## src/hdl/pipePkg.sv

```systemverilog
/* Shared widths and types for the pipelined back end.
   Every RTL file imports what it needs from here. */
`default_nettype none

package pipePkg;

  ////////////////////////////////////////////////////////////////////////////
  // Widths
  ////////////////////////////////////////////////////////////////////////////
  parameter int regIdBits   = 4;   // Sixteen architectural registers
  parameter int dataBits    = 16;  // Width of the datapath word
  parameter int numRegs     = 2 ** regIdBits;
  parameter int memAddrBits = 8;   // Data memory holds 256 words

  typedef logic [regIdBits-1:0] regIdT;  // Register id
  typedef logic [dataBits-1:0]  dataT;   // Datapath word

  ////////////////////////////////////////////////////////////////////////////
  // Encodings
  ////////////////////////////////////////////////////////////////////////////
  // Loads and stores both form their address as rs1 plus the immediate
  typedef enum logic [2:0] {
    opAdd   = 3'd0,
    opSub   = 3'd1,
    opAnd   = 3'd2,
    opXor   = 3'd3,
    opSll   = 3'd4,  // Shift amount is the low four bits of operand B
    opSrl   = 3'd5,
    opLoad  = 3'd6,
    opStore = 3'd7   // Stores take their data from rs2
  } aluOpT;

  // Operand source chosen by the forwarding unit
  typedef enum logic [1:0] {
    fwdNone  = 2'b00,  // Value read from the register file
    fwdMemWb = 2'b01,  // Result held in the MEM/WB register
    fwdExMem = 2'b10   // Result held in the EX/MEM register
  } fwdSelT;

endpackage : pipePkg

`default_nettype wire

```

## src/hdl/stageBus.sv

```systemverilog
/* One pipeline register bundle between two stages.
   The stage that owns the register takes producer, every reader takes consumer. */
`default_nettype none

interface stageBus;
  import pipePkg::*;

  logic  valid;      // An instruction occupies this stage
  logic  regWrite;   // Instruction writes rd at write-back
  regIdT rd;         // Destination register
  regIdT src2;       // Second source id, needed for store data forwarding
  dataT  result;     // ALU result, load data or memory address
  dataT  storeData;  // Data a store puts into memory
  logic  memRead;    // Instruction is a load
  logic  memWrite;   // Instruction is a store

  // Owning stage drives all fields from its pipeline register
  modport producer (
    output valid,
    output regWrite,
    output rd,
    output src2,
    output result,
    output storeData,
    output memRead,
    output memWrite
  );

  // Downstream stages, the forwarding unit and the register file only look
  modport consumer (
    input valid,
    input regWrite,
    input rd,
    input src2,
    input result,
    input storeData,
    input memRead,
    input memWrite
  );

endinterface : stageBus

`default_nettype wire

```

## src/hdl/regFile.sv

```systemverilog
/* Sixteen-entry register file with two combinational read ports.
   Write-back comes from the MEM/WB bundle and is visible to reads in the same cycle. */
`default_nettype none

module regFile (
  input  wire           clk,
  input  wire           rst,
  input  pipePkg::regIdT rdAddr1,  // Read address for operand A
  input  pipePkg::regIdT rdAddr2,  // Read address for operand B or store data
  output pipePkg::dataT  rdData1,
  output pipePkg::dataT  rdData2,
  stageBus.consumer      wb        // MEM/WB bundle carrying the write-back
);
  import pipePkg::*;

  dataT regs [numRegs];  // Entry 0 is never written
  logic wbEn;            // Qualified write strobe

  // Register 0 is never a destination
  assign wbEn = wb.valid & wb.regWrite & (wb.rd != '0);

  // Registers start architecturally at zero
  always_ff @(posedge clk) begin
    if (rst) begin
      regs <= '{default: '0};
    end else if (wbEn) begin
      regs[wb.rd] <= wb.result;
    end
  end

  // Write-through so an instruction issued while an older one is in
  // write-back sees the new value
  always_comb begin
    if (rdAddr1 == '0)                  rdData1 = '0;
    else if (wbEn && wb.rd == rdAddr1) rdData1 = wb.result;  // Bypass
    else                               rdData1 = regs[rdAddr1];
  end

  always_comb begin
    if (rdAddr2 == '0)                  rdData2 = '0;
    else if (wbEn && wb.rd == rdAddr2) rdData2 = wb.result;  // Bypass
    else                               rdData2 = regs[rdAddr2];
  end

endmodule : regFile

`default_nettype wire

```

## src/flat_wrapper.sv

```systemverilog
// flat-port wrapper written by rule: the top's interface ports become plain ports
module regFile_flat import pipePkg::*;
  (clk, rst, rdAddr1, rdAddr2, rdData1, rdData2, wb_valid, wb_regWrite, wb_rd, wb_src2, wb_result, wb_storeData, wb_memRead, wb_memWrite);
  stageBus wb_i ();
  input  wire clk;
  input  wire rst;
  input  pipePkg::regIdT rdAddr1;
  input  pipePkg::regIdT rdAddr2;
  output pipePkg::dataT rdData1;
  output pipePkg::dataT rdData2;
  input wire logic [$bits(wb_i.valid)-1:0] wb_valid;
  input wire logic [$bits(wb_i.regWrite)-1:0] wb_regWrite;
  input wire logic [$bits(wb_i.rd)-1:0] wb_rd;
  input wire logic [$bits(wb_i.src2)-1:0] wb_src2;
  input wire logic [$bits(wb_i.result)-1:0] wb_result;
  input wire logic [$bits(wb_i.storeData)-1:0] wb_storeData;
  input wire logic [$bits(wb_i.memRead)-1:0] wb_memRead;
  input wire logic [$bits(wb_i.memWrite)-1:0] wb_memWrite;
  assign wb_i.valid = wb_valid;
  assign wb_i.regWrite = wb_regWrite;
  assign wb_i.rd = wb_rd;
  assign wb_i.src2 = wb_src2;
  assign wb_i.result = wb_result;
  assign wb_i.storeData = wb_storeData;
  assign wb_i.memRead = wb_memRead;
  assign wb_i.memWrite = wb_memWrite;
  regFile u_core (.clk(clk), .rst(rst), .rdAddr1(rdAddr1), .rdAddr2(rdAddr2), .rdData1(rdData1), .rdData2(rdData2), .wb(wb_i));
endmodule
```

## config.mk

```make
export PLATFORM = sky130hd
export DESIGN_NAME = regFile_flat
export DESIGN_NICKNAME = d
export VERILOG_FILES = /design/src/hdl/pipePkg.sv /design/src/hdl/stageBus.sv /design/src/hdl/regFile.sv /design/src/flat_wrapper.sv
export SDC_FILE = /design/constraint.sdc
export NUM_CORES = 1
export LEC_CHECK = 0
export BUFFER_PORTS_ARGS = -buffer_cell sky130_fd_sc_hd__buf_2
export CELL_PAD_IN_SITES_DETAIL_PLACEMENT = 0
export CELL_PAD_IN_SITES_GLOBAL_PLACEMENT = 1
export CORE_MARGIN = 4
export CORE_UTILIZATION = 50
export DETAILED_ROUTE_END_ITERATION = 7
export PLACE_DENSITY = 0.9
export SLEW_MARGIN = 20
export SYNTH_ARGS = -nofsm -noshare
export SYNTH_HDL_FRONTEND = slang
export SYNTH_SLANG_ARGS = --single-unit
```

## constraint.sdc

```tcl
create_clock -name clk -period 3.1 [get_ports clk]
set_input_delay 0.62 -clock clk [delete_from_list [all_inputs] [get_ports clk]]
set_output_delay 0.62 -clock clk [all_outputs]
set_load 0.01 [all_outputs]
```

==> impl_metrics.yaml <==
worst_setup_path:
  endpoint_kind: "primary output"
  arrival_ns: 2.39
  cp-start-kind: "primary input"
  critPathMaxFanout: 17
  critPathKind: "primary input to primary output"
  crit_required_ns: 2.48
floorplanning:
  dieArea_mm2: 0.0299
  start_util_pct: 50.7
  num_io_pins: 86
  die_w_um: 173
  die_y_um: 173
  rows: 60
  core_area_mm2: 0.0269
clocking:
  cts_buffers: 28
  path_clk_slew_ns: 0.06
  clock_latency_ns: 0.54
  clock_sinks: 256
  h-tree-depth: 1
  cts_hold_buf: 0
  root_buffer: "clkbuf_16"
  cts_tree: "built"
  clockBufferDepth: 3
cells_and_area:
  largest_reg_flops: 256
  fillCellCount: 2389
  layout.area.seq_mm2: 0.00512
  multi_input_area_mm2: 0.00762
  reg_top3: "u_core.regs: 256 flops"
  finish.net_count: 1651
  layout-drive-gt1-share_pct: 15.6
  top_register: "u_core.regs"
  postLayoutCellArea_mm2: 0.0151
  syn_to_final_growth_pct: 10.7
  fin_cells: 1959
  diodes: 0
placed_design:
  place_congestion: 0.960
  dp_hpwl_mm: 28.5
  dpl.cell_count: 1908
  place_area_mm2: 0.0141
  portBuffers: 63
yosys:
  ys.flop_type: "dfxtp_1"
  synth_compound_area_share_pct: 16.7
  yosysWarnings: 0
  synth_edf_count: 0
  async_reset_ff_share_pct: 0
  synth.mux.area_fraction_pct: 20.2
  synthXorXnorAreaFrac_pct: 0.515
  yosysTopAreaCell: "dfxtp_1"
  synth_top_family_by_area: "multiplexers"
  syn_area_per_cell_um2: 8.45
  ys_seq_elements: 256
  netlist.area_leader.share_pct: 37.6
  syn_inst: 1611
  syn_area_mm2: 0.0136
  synth_fa_ha_area_share_pct: 0
  synthTopCellsByArea: "dfxtp_1, nand2_1, mux4_2"
  seq_area_frac_synth_pct: 37.6
  synth.distinct_cells: 36
  syn_nets: 1665
  synth-simple-area-share_pct: 18.6
timing:
  fin_crit_sh_pct: 97.2
  tightest_slew_ns: 0.790
  min_period_ns: 3.01
  drv_slew: 0
  tns_ns: 0
  max-slew-margin-rel_pct: 47.2
  finalSetupViolations: 0
  hold_ws_ns: 0.468
  final_hold_viol_count: 0
  rsz0062_at_grt: "false"
  max_freq_ghz: 0.332
  fin_worst_skew_ns: 0
route:
  vias_per_cell: 6.12
  firstDrtPassIters: 5
  wire_per_inst_um: 20.7
  wl_mm: 40.5
  drtIter0Drc: 1150
  route.detailed.drc: 0
  vias: 12000
  final_antenna_net_count: 0
min_path:
  hold_class: "flop to flop"
global_route:
  grt_use_total_pct: 25.8
  overflow: 0
  antenna_found_initial: 0
  grt_max_degree: 88
  grt_pass1_vias: 11400
  grt_pass1_wl_mm: 63.8
outcome:
  status: "complete, no violations"
pwr:
  pwr_density_cell_mw_per_mm2: 492
  p_leak_uw: 0.00515
  vdd_drop_max_v: 0.000409
  fin_total_pwr_uw: 7410
flow_run:
  drv_cap: 0
-- cells in the mapped netlist (30+ instances only) --
cell type    n
a211oi_1    32
mux2i_1    128
a21oi_1    242
mux4_2      64
nand3_1     34
o22ai_1     64
a31oi_1     30
o31ai_1     32
buf_2       46
dfxtp_1    256
nand2_1    492
clkbuf_1    81
-- cell type report --
cell class | count | share of cell area [%]
multi-input combinational | 1189 | 50.6
timing repair buffer | 122 | 6.19
tap | 341 | 2.83
clock inverter | 5 | 0.498
sequential | 256 | 34.0
clock buffer | 46 | 5.90
-- what timing repair did --
action                                  in CTS  in global routing
gates resized for setup                      0                  2
buffers inserted                             0                  0
endpoints found under the setup margin       0                  4
-- report_power, final --
| part | internal [uW] | switching (uW) |
|---|---|---|
| combinational | 208 | 400 |
| sequential | 3310 | 16.7 |
| clock | 2110 | 1360 |
-- critical path, stage by stage --
cell and delay, ns:
buf_2 0.20, buf_4 0.34, mux4_2 0.35, mux2_2 0.29, a211oi_1 0.24, a21oi_1 0.17, buf_2 0.18
-- metrics by stage --
step                util [%]  setup WS, ns
global placement        52.5         0.114
CTS                     56.1        0.0963
detailed placement      52.5        0.0929
global route            56.1        0.0466
floorplan                  -         0.564
finish                  56.1        0.0866
-- cell families after synthesis --
kind of cell	count (synthesis)
AND/OR/NAND/NOR	587
AO/OA/AOI/OAI	400
flip-flops	256
multiplexers	194
buffers and inverters	166
XOR/XNOR	8
-- worst paths after layout --
path,startpoint,end,slack (ns),depth (start not counted)
hold / removal,u_core.regs[23],u_core.regs[23],0.47,2
setup / recovery,rdAddr1[2],rdData1[14],0.09,7
setup reg to reg,u_core.regs[170],u_core.regs[170],2.41,2
hold reg to reg,u_core.regs[23],u_core.regs[23],0.47,2
-- routing by layer --
metal,track usage (%),up-vias,wire [um]
met5,0,-,0
met2,42.9,453,19000
li1,-,5652,-
met1,35.5,5819,17600
met3,4.57,58,3190
met4,5.79,0,682
-- placed cells by master, fill, tap and decap left out, types with 9 or more instances in the layout --
cell,Yosys,layout
dfxtp_1,256,256
nor2b_1,21,21
o22ai_1,64,64
clkbuf_16,0,29
a21oi_1,242,242
clkbuf_8,0,10
mux2i_1,128,128
mux4_2,64,64
a211oi_1,32,32
buf_4,22,48
a31oi_1,30,30
buf_2,46,60
buf_12,0,13
o31ai_1,32,32
nand2_1,492,492
nand3_1,34,34
nor2_2,9,9
Note: power is estimated with default switching activity, not from simulation.
