===== src/hdl/pipePkg.sv =====
/* Shared widths and types for the pipelined back end.
   Every RTL file imports what it needs from here. */
`default_nettype none

package pipePkg;

  ////////////////////////////////////////////////////////////////////////////
  // Widths
  ////////////////////////////////////////////////////////////////////////////
  parameter int regIdBits   = 4;   // Sixteen architectural registers
  parameter int dataBits    = 16;  // Width of the datapath word
  parameter int numRegs     = 2 ** regIdBits;
  parameter int memAddrBits = 8;   // Data memory holds 256 words

  typedef logic [regIdBits-1:0] regIdT;  // Register id
  typedef logic [dataBits-1:0]  dataT;   // Datapath word

  ////////////////////////////////////////////////////////////////////////////
  // Encodings
  ////////////////////////////////////////////////////////////////////////////
  // Loads and stores both form their address as rs1 plus the immediate
  typedef enum logic [2:0] {
    opAdd   = 3'd0,
    opSub   = 3'd1,
    opAnd   = 3'd2,
    opXor   = 3'd3,
    opSll   = 3'd4,  // Shift amount is the low four bits of operand B
    opSrl   = 3'd5,
    opLoad  = 3'd6,
    opStore = 3'd7   // Stores take their data from rs2
  } aluOpT;

  // Operand source chosen by the forwarding unit
  typedef enum logic [1:0] {
    fwdNone  = 2'b00,  // Value read from the register file
    fwdMemWb = 2'b01,  // Result held in the MEM/WB register
    fwdExMem = 2'b10   // Result held in the EX/MEM register
  } fwdSelT;

endpackage : pipePkg

`default_nettype wire


===== src/hdl/stageBus.sv =====
/* One pipeline register bundle between two stages.
   The stage that owns the register takes producer, every reader takes consumer. */
`default_nettype none

interface stageBus;
  import pipePkg::*;

  logic  valid;      // An instruction occupies this stage
  logic  regWrite;   // Instruction writes rd at write-back
  regIdT rd;         // Destination register
  regIdT src2;       // Second source id, needed for store data forwarding
  dataT  result;     // ALU result, load data or memory address
  dataT  storeData;  // Data a store puts into memory
  logic  memRead;    // Instruction is a load
  logic  memWrite;   // Instruction is a store

  // Owning stage drives all fields from its pipeline register
  modport producer (
    output valid,
    output regWrite,
    output rd,
    output src2,
    output result,
    output storeData,
    output memRead,
    output memWrite
  );

  // Downstream stages, the forwarding unit and the register file only look
  modport consumer (
    input valid,
    input regWrite,
    input rd,
    input src2,
    input result,
    input storeData,
    input memRead,
    input memWrite
  );

endinterface : stageBus

`default_nettype wire


===== src/hdl/forwardingUnit.sv =====
/* Combinational forwarding selects for the ALU operands and the store data.
   Compares the ID/EX source ids against the destinations held in EX/MEM and MEM/WB. */
`default_nettype none

module forwardingUnit (
  input  pipePkg::regIdT  idExSrc1,     // First source of the instruction in EX
  input  pipePkg::regIdT  idExSrc2,     // Second source of the instruction in EX
  stageBus.consumer       exMem,        // Instruction one ahead
  stageBus.consumer       memWb,        // Instruction two ahead
  output pipePkg::fwdSelT fwdA,         // Select for ALU operand A
  output pipePkg::fwdSelT fwdB,         // Select for ALU operand B
  output logic            fwdStoreEx,   // Store in EX takes MEM/WB data
  output logic            fwdStoreMem   // Store in MEM takes MEM/WB data
);
  import pipePkg::*;

  logic exMemWrites;  // EX/MEM holds a live register writer
  logic memWbWrites;  // MEM/WB holds a live register writer
  logic exHazA;       // Operand A depends on the instruction one ahead
  logic exHazB;       // Operand B depends on the instruction one ahead
  logic memHazA;      // Operand A depends on the instruction two ahead
  logic memHazB;      // Operand B depends on the instruction two ahead

  ////////////////////////////////////////////////////////////////////////////
  // Writer qualification
  ////////////////////////////////////////////////////////////////////////////
  // Register 0 is constant so a writer to it never forwards
  assign exMemWrites = exMem.valid & exMem.regWrite & (exMem.rd != '0);
  assign memWbWrites = memWb.valid & memWb.regWrite & (memWb.rd != '0);

  ////////////////////////////////////////////////////////////////////////////
  // ALU operand hazards
  ////////////////////////////////////////////////////////////////////////////
  assign exHazA  = exMemWrites & (exMem.rd == idExSrc1);
  assign exHazB  = exMemWrites & (exMem.rd == idExSrc2);
  assign memHazA = memWbWrites & (memWb.rd == idExSrc1);
  assign memHazB = memWbWrites & (memWb.rd == idExSrc2);

  // The newer result in EX/MEM wins when both stages write the same register
  assign fwdA = exHazA  ? fwdExMem :
                memHazA ? fwdMemWb : fwdNone;

  assign fwdB = exHazB  ? fwdExMem :
                memHazB ? fwdMemWb : fwdNone;

  ////////////////////////////////////////////////////////////////////////////
  // Store data hazards
  ////////////////////////////////////////////////////////////////////////////
  // A match against EX/MEM is left alone here, since that writer reaches
  // MEM/WB just as the store reaches MEM and is caught below
  assign fwdStoreEx = memWbWrites & (memWb.rd == idExSrc2);

  // Store in MEM whose data register is written by the instruction in WB
  assign fwdStoreMem = memWbWrites & (memWb.rd == exMem.src2);

endmodule : forwardingUnit

`default_nettype wire


===== src/flat_wrapper.sv =====
// flat-port wrapper written by rule: the top's interface ports become plain ports
module forwardingUnit_flat import pipePkg::*;
  (idExSrc1, idExSrc2, fwdA, fwdB, fwdStoreEx, fwdStoreMem, exMem_valid, exMem_regWrite, exMem_rd, exMem_src2, exMem_result, exMem_storeData, exMem_memRead, exMem_memWrite, memWb_valid, memWb_regWrite, memWb_rd, memWb_src2, memWb_result, memWb_storeData, memWb_memRead, memWb_memWrite);
  stageBus exMem_i ();
  stageBus memWb_i ();
  input  pipePkg::regIdT idExSrc1;
  input  pipePkg::regIdT idExSrc2;
  output pipePkg::fwdSelT fwdA;
  output pipePkg::fwdSelT fwdB;
  output logic fwdStoreEx;
  output logic fwdStoreMem;
  input wire logic [$bits(exMem_i.valid)-1:0] exMem_valid;
  input wire logic [$bits(exMem_i.regWrite)-1:0] exMem_regWrite;
  input wire logic [$bits(exMem_i.rd)-1:0] exMem_rd;
  input wire logic [$bits(exMem_i.src2)-1:0] exMem_src2;
  input wire logic [$bits(exMem_i.result)-1:0] exMem_result;
  input wire logic [$bits(exMem_i.storeData)-1:0] exMem_storeData;
  input wire logic [$bits(exMem_i.memRead)-1:0] exMem_memRead;
  input wire logic [$bits(exMem_i.memWrite)-1:0] exMem_memWrite;
  input wire logic [$bits(memWb_i.valid)-1:0] memWb_valid;
  input wire logic [$bits(memWb_i.regWrite)-1:0] memWb_regWrite;
  input wire logic [$bits(memWb_i.rd)-1:0] memWb_rd;
  input wire logic [$bits(memWb_i.src2)-1:0] memWb_src2;
  input wire logic [$bits(memWb_i.result)-1:0] memWb_result;
  input wire logic [$bits(memWb_i.storeData)-1:0] memWb_storeData;
  input wire logic [$bits(memWb_i.memRead)-1:0] memWb_memRead;
  input wire logic [$bits(memWb_i.memWrite)-1:0] memWb_memWrite;
  assign exMem_i.valid = exMem_valid;
  assign exMem_i.regWrite = exMem_regWrite;
  assign exMem_i.rd = exMem_rd;
  assign exMem_i.src2 = exMem_src2;
  assign exMem_i.result = exMem_result;
  assign exMem_i.storeData = exMem_storeData;
  assign exMem_i.memRead = exMem_memRead;
  assign exMem_i.memWrite = exMem_memWrite;
  assign memWb_i.valid = memWb_valid;
  assign memWb_i.regWrite = memWb_regWrite;
  assign memWb_i.rd = memWb_rd;
  assign memWb_i.src2 = memWb_src2;
  assign memWb_i.result = memWb_result;
  assign memWb_i.storeData = memWb_storeData;
  assign memWb_i.memRead = memWb_memRead;
  assign memWb_i.memWrite = memWb_memWrite;
  forwardingUnit u_core (.idExSrc1(idExSrc1), .idExSrc2(idExSrc2), .exMem(exMem_i), .memWb(memWb_i), .fwdA(fwdA), .fwdB(fwdB), .fwdStoreEx(fwdStoreEx), .fwdStoreMem(fwdStoreMem));
endmodule

===== config.mk =====
export PLATFORM = sky130hd
export DESIGN_NAME = forwardingUnit_flat
export DESIGN_NICKNAME = d
export VERILOG_FILES = /design/src/hdl/pipePkg.sv /design/src/hdl/stageBus.sv /design/src/hdl/forwardingUnit.sv /design/src/flat_wrapper.sv
export SDC_FILE = /design/constraint.sdc
export NUM_CORES = 1
export LEC_CHECK = 0
export BUFFER_PORTS_ARGS = -buffer_cell sky130_fd_sc_hd__buf_4
export CORE_MARGIN = 8
export CORE_UTILIZATION = 19
export DETAILED_ROUTE_END_ITERATION = 10
export PLACE_DENSITY = 0.89
export SLEW_MARGIN = 10
export SYNTH_ARGS = -nofsm -noshare
export SYNTH_HDL_FRONTEND = slang
export SYNTH_SLANG_ARGS = --single-unit

===== constraint.sdc =====
create_clock -name vclk -period 2.8
set_input_delay 0.28 -clock vclk [all_inputs]
set_output_delay 0.28 -clock vclk [all_outputs]
set_load 0.005 [all_outputs]

==> impl_metrics.py <==
metrics = {
    "outcome": {
        "outcome": "complete, no violations",
    },
    "final_layout": {
        "syn2layout_area_growth_pct": 79.7,
        "multi_input_area_um2": 274,
        "seq_cell_count": 0,
        "final_cell_mix": "30 x buf_4, 20 x xnor2_1, 5 x nand4_1",
        "layout_commonest_cell": "buf_4",
        "finalInstanceArea_um2": 519,
        "seq_area_um2": 0,
        "drive_above_1_share_pct": 52.3,
        "fillCellCount": 171,
        "diodes": 0,
        "n_clock_buffer": 0,
        "final_nets": 163,
    },
    "setup_path": {
        "worstPathCellList": "buf_4 -> or4_1 -> nand3_2 -> nor2_2 -> nor3_2 -> buf_4",
        "crit_path_max_fanout": 3,
        "cp.arrival_ns": 1.38,
        "cpPeakStageDelay_ns": 0.54,
        "critPathRequiredTime_ns": 2.52,
        "setup.worst_path.end_class": "primary output",
        "path_delay_family": "simple AND/OR/NAND/NOR gates",
        "crit_top_cell": "buf_4",
        "critPathKind": "in2out",
        "path_buf_inv": 2,
        "crit_slowest_cell": "or4_1",
        "startpoint_type": "primary input",
    },
    "routing": {
        "drtPass1Iterations": 1,
        "vias": 342,
        "wl_per_cell_um": 12.9,
        "viasPerCell": 4.22,
        "drcViolationCount": 0,
        "wl_um": 1040,
        "postRouteAntennaNets": 0,
        "drt_iter0_drc": 0,
    },
    "hold_path": {
        "min_from": "exMem_regWrite",
        "min_path_type": "in2out",
        "whs_endpoint": "fwdA[1]",
        "hold_path_depth": 4,
    },
    "global_route": {
        "antenna_found_initial": 0,
        "gr-usage-all-layers_pct": 6.52,
        "grt_first_pass_wirelength_um": 1560,
        "met3_usage_pct": 1.07,
        "grt_util_met2_pct": 14.2,
        "grt_max_degree": 5,
        "grt-busiest-layer": "met2",
        "first_global_vias": 378,
        "overflow": 0,
        "met1_usage_pct": 6.49,
    },
    "synth": {
        "ys_warn_count": 0,
        "synth.area.top_cells": "xnor2_1 61%, nand4_1 11%, nor3_2 6.9%, buf_4 5.2%, or4_1 5.2%",
        "yosysTopAreaCell": "xnor2_1",
        "synth_top_area_share_pct": 60.6,
        "syn-cell-area_um2": 289,
        "synth_area_per_cell_um2": 7.81,
        "synth_cell_types": 9,
        "syn-num-nets": 133,
        "ys_seq_area_share_pct": 0,
        "synth_cells": 37,
    },
    "floorplanning": {
        "die_h_um": 55,
        "die-area_um2": 3030,
        "io_pins": 102,
        "start_util_pct": 19.6,
        "num_rows": 14,
        "core_area_um2": 1470,
        "die_width_um": 55,
    },
    "timing": {
        "setup_viol": 0,
        "slew_headroom_pct": 87.0,
        "final.period_utilization_pct": 59.3,
        "hold_viol_final": 0,
        "setup_tns_ns": 0,
        "fmax_ghz": 0.602,
        "rsz0062_at_grt": "no",
        "period_minus_slack_ns": 1.66,
        "worst_slew_pin_slew_ns": 0.194,
        "slew_violations": 0,
    },
    "place": {
        "gp_congestion": 0.685,
        "place_area_um2": 519,
        "portBuffers": 30,
    },
    "clocking": {
        "post_cts_buffers": 0,
        "cts_resized": 0,
        "ctsHoldBuffers": 0,
    },
    "power": {
        "leakagePower_nw": 0.207,
        "vdd_drop_max_v": 0.0000388,
        "cellPowerDensity_nw_per_um2": 139,
    },
    "run": {
        "drv_cap": 0,
    },
}
[logic make-up after synthesis]
kind of cell	after synthesis	share of synthesized area [%]
xor gates and xnor gates	20	60.6
buffers and inverters	2	5.19
and+or+nand+nor	15	34.2
[power breakdown]
| part | total (W) | leakage (nW) | internal [W] | switching [W] |
|---|---|---|---|---|
| Sequential | 0 | 0 | 0 | 0 |
| Combinational | 0.0000721 | 0.207 | 0.0000447 | 0.0000274 |
| Clock | 0 | 0 | 0 | 0 |
| Total | 0.0000721 | 0.207 | 0.0000447 | 0.0000274 |
[how the worst max path moves through the flow]
| stage | from | endpoint | slack, ns | cells after the start |
|---|---|---|---|---|
| floorplan | exMem_rd[3] | fwdA[0] | 1.39 | 4 |
| detailed placement | exMem_rd[3] | fwdA[0] | 1.13 | 6 |
| global placement | exMem_rd[3] | fwdA[0] | 1.13 | 6 |
| CTS | exMem_rd[3] | fwdA[0] | 1.13 | 6 |
| finish | exMem_rd[3] | fwdA[0] | 1.14 | 6 |
| global route | exMem_rd[3] | fwdA[0] | 1.06 | 6 |
[synth_stat cells (all sizes together)]
cell type	number
or4	2
xnor2	20
nor3	2
nand4	5
buf	2
nand3	2
nor2	4
[metal layers]
metal / vias to the layer above / routed length (um)
met5: - / 0
met4: 0 / 0
met3: 0 / 92
met2: 10 / 630
met1: 149 / 319
li1: 183 / -
[area by class of cell]
cell class	count	share of cell area, %
multi-input combinational	35	52.8
timing repair buffer	30	43.4
tap	16	3.86
[tightest hold or removal path: cells and delay by family]
kind,cells,cell delay [ns]
buffers and inverters,2,0.24
and+or+nand+nor,2,0.11
[stage by stage]
stage	instances	power (W)	worst slack (ns)	hold WS, ns	util (%)
floorplan	37	0.0000323	1.39	0.695	-
global placement	81	0.0000707	1.13	0.908	35.3
detailed placement	81	0.0000731	1.13	0.909	35.3
CTS	81	0.0000730	1.13	0.908	35.3
global route	81	0.0000788	1.06	0.931	35.3
finish	81	0.0000721	1.14	0.905	35.3
No activity file was read; power rests on OpenSTA's default activity.
