==> src/hdl/pipePkg.sv <==
/* Shared widths and types for the pipelined back end.
   Every RTL file imports what it needs from here. */
`default_nettype none

package pipePkg;

  ////////////////////////////////////////////////////////////////////////////
  // Widths
  ////////////////////////////////////////////////////////////////////////////
  parameter int regIdBits   = 4;   // Sixteen architectural registers
  parameter int dataBits    = 16;  // Width of the datapath word
  parameter int numRegs     = 2 ** regIdBits;
  parameter int memAddrBits = 8;   // Data memory holds 256 words

  typedef logic [regIdBits-1:0] regIdT;  // Register id
  typedef logic [dataBits-1:0]  dataT;   // Datapath word

  ////////////////////////////////////////////////////////////////////////////
  // Encodings
  ////////////////////////////////////////////////////////////////////////////
  // Loads and stores both form their address as rs1 plus the immediate
  typedef enum logic [2:0] {
    opAdd   = 3'd0,
    opSub   = 3'd1,
    opAnd   = 3'd2,
    opXor   = 3'd3,
    opSll   = 3'd4,  // Shift amount is the low four bits of operand B
    opSrl   = 3'd5,
    opLoad  = 3'd6,
    opStore = 3'd7   // Stores take their data from rs2
  } aluOpT;

  // Operand source chosen by the forwarding unit
  typedef enum logic [1:0] {
    fwdNone  = 2'b00,  // Value read from the register file
    fwdMemWb = 2'b01,  // Result held in the MEM/WB register
    fwdExMem = 2'b10   // Result held in the EX/MEM register
  } fwdSelT;

endpackage : pipePkg

`default_nettype wire

==> src/hdl/stageBus.sv <==
/* One pipeline register bundle between two stages.
   The stage that owns the register takes producer, every reader takes consumer. */
`default_nettype none

interface stageBus;
  import pipePkg::*;

  logic  valid;      // An instruction occupies this stage
  logic  regWrite;   // Instruction writes rd at write-back
  regIdT rd;         // Destination register
  regIdT src2;       // Second source id, needed for store data forwarding
  dataT  result;     // ALU result, load data or memory address
  dataT  storeData;  // Data a store puts into memory
  logic  memRead;    // Instruction is a load
  logic  memWrite;   // Instruction is a store

  // Owning stage drives all fields from its pipeline register
  modport producer (
    output valid,
    output regWrite,
    output rd,
    output src2,
    output result,
    output storeData,
    output memRead,
    output memWrite
  );

  // Downstream stages, the forwarding unit and the register file only look
  modport consumer (
    input valid,
    input regWrite,
    input rd,
    input src2,
    input result,
    input storeData,
    input memRead,
    input memWrite
  );

endinterface : stageBus

`default_nettype wire

==> src/hdl/memoryStage.sv <==
/* Data memory access and the MEM/WB pipeline register.
   Stores write on the edge that leaves MEM, loads read combinationally into MEM/WB. */
`default_nettype none

module memoryStage #(
  parameter int memAddrBits = pipePkg::memAddrBits  // Word address width
) (
  input  wire       clk,
  input  wire       rst,
  input  wire       fwdStoreMem,  // Replace store data with the MEM/WB result
  stageBus.consumer exMem,        // Instruction in the memory stage
  stageBus.producer memWb         // MEM/WB register
);
  import pipePkg::*;

  dataT mem [2 ** memAddrBits];  // Word-addressed data memory

  logic [memAddrBits-1:0] addr;
  dataT                   storeVal;  // Store data after MEM-to-MEM forwarding
  dataT                   loadVal;

  // Only the low address bits select a word
  assign addr = exMem.result[memAddrBits-1:0];

  // The writer just ahead of a store is in MEM/WB now and is the newest copy
  assign storeVal = fwdStoreMem ? memWb.result : exMem.storeData;

  assign loadVal = mem[addr];

  ////////////////////////////////////////////////////////////////////////////
  // Data memory
  ////////////////////////////////////////////////////////////////////////////
  always_ff @(posedge clk) begin
    if (exMem.valid && exMem.memWrite) begin
      mem[addr] <= storeVal;
    end
  end

  ////////////////////////////////////////////////////////////////////////////
  // MEM/WB register
  ////////////////////////////////////////////////////////////////////////////
  always_ff @(posedge clk) begin
    if (rst) begin
      memWb.valid    <= 1'b0;
      memWb.regWrite <= 1'b0;
      memWb.memRead  <= 1'b0;
      memWb.memWrite <= 1'b0;
    end else begin
      memWb.valid    <= exMem.valid;
      memWb.regWrite <= exMem.regWrite;
      memWb.memRead  <= exMem.memRead;
      memWb.memWrite <= exMem.memWrite;
    end
  end

  always_ff @(posedge clk) begin
    memWb.rd        <= exMem.rd;
    memWb.src2      <= exMem.src2;
    memWb.result    <= exMem.memRead ? loadVal : exMem.result;  // Load data or ALU result
    memWb.storeData <= storeVal;  // Data actually stored, kept for observation
  end

endmodule : memoryStage

`default_nettype wire

==> src/flat_wrapper.sv <==
// flat-port wrapper written by rule: the top's interface ports become plain ports
module memoryStage_flat import pipePkg::*;
#(
  parameter int memAddrBits = pipePkg::memAddrBits                       
)
  (clk, rst, fwdStoreMem, exMem_valid, exMem_regWrite, exMem_rd, exMem_src2, exMem_result, exMem_storeData, exMem_memRead, exMem_memWrite, memWb_valid, memWb_regWrite, memWb_rd, memWb_src2, memWb_result, memWb_storeData, memWb_memRead, memWb_memWrite);
  stageBus exMem_i ();
  stageBus memWb_i ();
  input  wire clk;
  input  wire rst;
  input  wire fwdStoreMem;
  input wire logic [$bits(exMem_i.valid)-1:0] exMem_valid;
  input wire logic [$bits(exMem_i.regWrite)-1:0] exMem_regWrite;
  input wire logic [$bits(exMem_i.rd)-1:0] exMem_rd;
  input wire logic [$bits(exMem_i.src2)-1:0] exMem_src2;
  input wire logic [$bits(exMem_i.result)-1:0] exMem_result;
  input wire logic [$bits(exMem_i.storeData)-1:0] exMem_storeData;
  input wire logic [$bits(exMem_i.memRead)-1:0] exMem_memRead;
  input wire logic [$bits(exMem_i.memWrite)-1:0] exMem_memWrite;
  output wire logic [$bits(memWb_i.valid)-1:0] memWb_valid;
  output wire logic [$bits(memWb_i.regWrite)-1:0] memWb_regWrite;
  output wire logic [$bits(memWb_i.rd)-1:0] memWb_rd;
  output wire logic [$bits(memWb_i.src2)-1:0] memWb_src2;
  output wire logic [$bits(memWb_i.result)-1:0] memWb_result;
  output wire logic [$bits(memWb_i.storeData)-1:0] memWb_storeData;
  output wire logic [$bits(memWb_i.memRead)-1:0] memWb_memRead;
  output wire logic [$bits(memWb_i.memWrite)-1:0] memWb_memWrite;
  assign exMem_i.valid = exMem_valid;
  assign exMem_i.regWrite = exMem_regWrite;
  assign exMem_i.rd = exMem_rd;
  assign exMem_i.src2 = exMem_src2;
  assign exMem_i.result = exMem_result;
  assign exMem_i.storeData = exMem_storeData;
  assign exMem_i.memRead = exMem_memRead;
  assign exMem_i.memWrite = exMem_memWrite;
  assign memWb_valid = memWb_i.valid;
  assign memWb_regWrite = memWb_i.regWrite;
  assign memWb_rd = memWb_i.rd;
  assign memWb_src2 = memWb_i.src2;
  assign memWb_result = memWb_i.result;
  assign memWb_storeData = memWb_i.storeData;
  assign memWb_memRead = memWb_i.memRead;
  assign memWb_memWrite = memWb_i.memWrite;
  memoryStage #(.memAddrBits(memAddrBits)) u_core (.clk(clk), .rst(rst), .fwdStoreMem(fwdStoreMem), .exMem(exMem_i), .memWb(memWb_i));
endmodule
==> config.mk <==
export PLATFORM = sky130hd
export DESIGN_NAME = memoryStage_flat
export DESIGN_NICKNAME = d
export VERILOG_FILES = /design/src/hdl/pipePkg.sv /design/src/hdl/stageBus.sv /design/src/hdl/memoryStage.sv /design/src/flat_wrapper.sv
export SDC_FILE = /design/constraint.sdc
export NUM_CORES = 2
export LEC_CHECK = 0
export BUFFER_PORTS_ARGS = -buffer_cell sky130_fd_sc_hd__buf_2
export CAP_MARGIN = 20
export CORE_UTILIZATION = 50
export DETAILED_ROUTE_END_ITERATION = 7
export PLACE_DENSITY = 0.69
export SETUP_SLACK_MARGIN = 0.1
export SYNTH_ARGS = -nofsm -noshare
export SYNTH_HDL_FRONTEND = slang
export SYNTH_SLANG_ARGS = --single-unit
==> constraint.sdc <==
create_clock -name clk -period 4.9 [get_ports clk]
set_input_delay 0.98 -clock clk [delete_from_list [all_inputs] [get_ports clk]]
set_output_delay 0.98 -clock clk [all_outputs]
set_load 0.05 [all_outputs]
==> impl_metrics.csv <==
group,metric,value,unit
floorplanning,coreArea,0.315,mm^2
yosys,syn_avg_cell_area,22.8,um^2
min_path,min_to,"u_core.memWb.src2[2]",
routing,ant_nets,0,
timing,maxSlewViolCount,0,
clocking,tritoncts,"built",
floorplanning,start_util,0.503,
worst_setup_path,worst_r2r_path_depth,6,
placed_design,dp_hpwl,264000,um
power,powerDensity,417,mW/mm^2
worst_setup_path,timing.rr.end,"u_core.memWb.result[10]",
cells_and_area,fill_cells,22100,
global_route,grt_overflow_total,0,
timing,rsz0062_at_grt,"no",
routing,num_vias,79500,
yosys,seq_area_frac_synth,0.781,
timing,setup_violations,0,
floorplanning,die_w,565,um
cells_and_area,multi_input_area,0.0330,mm^2
timing,tightest_slew,1.30,ns
placed_design,numPortBuffers,90,
global_route,grt_usage,0.272,
timing,slew_headroom,0.133,
worst_setup_path,worstPathArrival,4.72,ns
timing,period_share,0.781,
worst_setup_path,r2r_slack,1.91,ns
min_path,hold_depth,1,
worst_setup_path,path_max_fanout,42,
floorplanning,die_height,565,um
routing,via_per_inst,6.53,
clocking,clk_path_buf_depth,4,
clocking,root_buffer,"clkbuf_16",
worst_setup_path,crit_path_end_kind,"register",
global_route,antenna_found_initial,18,
worst_setup_path,worst-setup-path-type,"in2reg",
floorplanning,ios,91,
global_route,grt_start_max_net_pins,148,
clocking,postCtsResizedCells,0,
cells_and_area,layout.nets,7719,
yosys,yosys_warnings,0,
yosys,ys.flop_type,"edfxtp_1",
worst_setup_path,worstPathRequired,5.79,ns
yosys,synth_edf_count,4096,
run_status,status,"completed",
clocking,htree_levels,5,
timing,finalHoldViolations,0,
timing,fmax,0.261,GHz
routing,dr.first_iter.drc_count,12400,
yosys,synthSimpleGateAreaFrac,0.0176,
global_route,grt_pass1_vias,78400,
yosys,netlist_instances,6941,
yosys,ys_ff_latch,4140,
worst_setup_path,cp_slowest_cell,"o22ai_1",
yosys,synth_xor_area_frac,0,
worst_setup_path,crit_chain,"buf_12, inv_6, buf_12, buf_4, buf_4, nand2_1, a32oi_1, nand2_1, o22ai_1, o21ai_0, buf_4, a31oi_1",
yosys,synth_top_family_by_area,"multiplexers",
worst_setup_path,max_stage_delay,0.54,ns
clocking,numCtsBuffers,408,
min_path,min_path_type,"in2reg",
clocking,postCtsSetupRepairBufs,0,
cells_and_area,drive_above_1_share,0.314,
timing,fin_tns_setup,0,ns
floorplanning,dieArea,0.319,mm^2
clocking,insertion_delay,0.99,ns
yosys,async_flop_share,0,
routing,drtPass1Iterations,6,
run,maxCapViolations,0,
power,irDropWorstVdd,319,uV
clocking,ctsHoldBuffers,0,
yosys,synthAdderAreaFrac,0,
cells_and_area,register_area,0.124,mm^2
power,p_leak,57.6,nW
worst_setup_path,cp_common_cell,"buf_4",
timing,hold_ws,0.105,ns
yosys,synth_cell_types,66,
worst_setup_path,cp-start-kind,"primary input",
cells_and_area,area_delta_synth_final,14.6,%
yosys,syn_area,0.159,mm^2
routing,drc_errors,0,
yosys,synth-compound-area-share,0.0192,
clocking,path_clk_slew,0.06,ns
timing,finalCriticalPeriod,3.83,ns
floorplanning,num_rows,206,
clocking,clkSinkCount,4140,
worst_setup_path,r2r_start,"u_core.mem[191][10]",
timing,clock_skew,0.0553,ns
placed_design,place.gp.congestion,0.909,
global_route,grt_first_pass_wirelength,607000,um
min_path,holdCritStartpoint,"exMem_src2[2]",
yosys,syn_nets,6988,
routing,drt-total-wl,435000,um
yosys,synth_mux_area_frac,0.168,
routing,wire_per_inst,35.7,um
[cells by family after synthesis]
| group | after synthesis |
|---|---|
| multiplexers | 1343 |
| buffers and inverters | 403 |
| AND/OR/NAND/NOR | 643 |
| AO/OA/AOI/OAI | 412 |
| flip-flops | 4140 |
[area by class of cell]
| type | instances | share of cell area |
|---|---|---|
| multi-input combinational | 2398 | 0.182 |
| sequential | 4140 | 0.682 |
| tap | 4160 | 0.0286 |
| antenna | 14 | 0.000193 |
| clock inverter | 250 | 0.0149 |
| timing repair buffer | 721 | 0.0342 |
| inverter | 3 | 0.0000895 |
| clock buffer | 501 | 0.0584 |
[flip-flops by register name, summed over array words and instances, names as in the netlist]
name	cells
u_core.memWb.regWrite	1
u_core.memWb.src2	4
u_core.mem	4096
u_core.memWb.storeData	16
u_core.memWb.memRead	1
u_core.memWb.valid	1
u_core.memWb.result	16
u_core.memWb.rd	4
u_core.memWb.memWrite	1
[synth_stat cells (all sizes together) (26+ instances only)]
master | number | area (um^2)
edfxtp | 4096 | 123000
mux4 | 1052 | 23700
nor2 | 290 | 1090
buf | 279 | 1760
mux2i | 253 | 2530
nand2 | 175 | 659
a22oi | 147 | 1100
clkbuf | 121 | 454
nand3 | 63 | 315
dfxtp | 44 | 881
mux2 | 38 | 428
a21oi | 37 | 185
o22ai | 35 | 219
a32oi | 28 | 245
o21ai | 28 | 140
nor3 | 26 | 135
[layer usage]
metal	track usage	vias to the layer above	wire length, um
met4	0.132	10	23200
met1	0.368	42300	157000
li1	-	31000	-
met3	0.0664	851	50300
met2	0.419	5354	203000
met5	0.00372	-	220
[where the power goes]
group	leakage (nW)	switching [mW]	total [mW]	internal (mW)
clock network	6.45	13.5	31.3	17.8
registers	37.1	0.0791	39.8	39.7
logic	14.0	3.35	4.78	1.43
total	57.6	16.9	75.8	58.9
[layout by cell type (no fill, tap or decap), types with 12 or more instances in the layout]
| cell | n |
|---|---|
| nand4_1 | 16 |
| nor2_2 | 84 |
| mux2i_1 | 253 |
| clkinv_2 | 70 |
| inv_6 | 13 |
| clkbuf_16 | 410 |
| nand2_1 | 158 |
| diode_2 | 14 |
| nand3_1 | 63 |
| o22ai_1 | 35 |
| a22oi_1 | 147 |
| a32oi_1 | 28 |
| clkinvlp_4 | 18 |
| clkinv_1 | 81 |
| buf_12 | 80 |
| o221ai_1 | 14 |
| nand2_2 | 17 |
| nor3_1 | 25 |
| dfxtp_1 | 44 |
| o21ai_0 | 27 |
| buf_4 | 553 |
| o22a_1 | 12 |
| a31oi_1 | 12 |
| clkbuf_1 | 90 |
| nor2b_1 | 17 |
| buf_2 | 86 |
| mux2_8 | 16 |
| a21oi_1 | 37 |
| a211oi_1 | 24 |
| edfxtp_1 | 4096 |
| bufinv_16 | 43 |
| mux4_2 | 1052 |
| mux2_2 | 22 |
| nor2_1 | 205 |
[critical path: cells and delay by family]
family | cells | cell delay (ns)
buf+inv | 6 | 1.81
compound gates | 4 | 1.47
simple gates | 2 | 0.25
[metrics by stage]
step / std cells / util / instance area [um^2] / total power [mW] / setup slack (ns)
2_1_floorplan: 6941 / - / 159000 / 43.1 / 0.856
3_3_place_gp: 11400 / 0.534 / 168000 / 45.1 / 0.194
3_5_place_dp: 11400 / 0.534 / 168000 / 45.3 / 0.231
4_1_cts: 12200 / 0.576 / 182000 / 76.1 / 1.24
5_1_grt: 12200 / 0.576 / 182000 / 77.5 / 1.01
6_report: 12200 / 0.576 / 182000 / 75.8 / 1.07
[how the worst max path moves through the flow]
stage	start	to	slack [ns]	cells past startpoint
after floorplan	fwdStoreMem	u_core.mem[0][0]	0.86	3
after global placement	exMem_result[0]	u_core.memWb.result[10]	0.19	10
after detailed placement	exMem_result[0]	u_core.memWb.result[15]	0.23	10
after CTS	exMem_result[0]	u_core.memWb.result[15]	1.24	10
after global routing	exMem_result[0]	u_core.memWb.result[15]	1.01	10
final	exMem_result[0]	u_core.memWb.result[10]	1.07	12
Note: power is estimated with default switching activity, not from simulation.
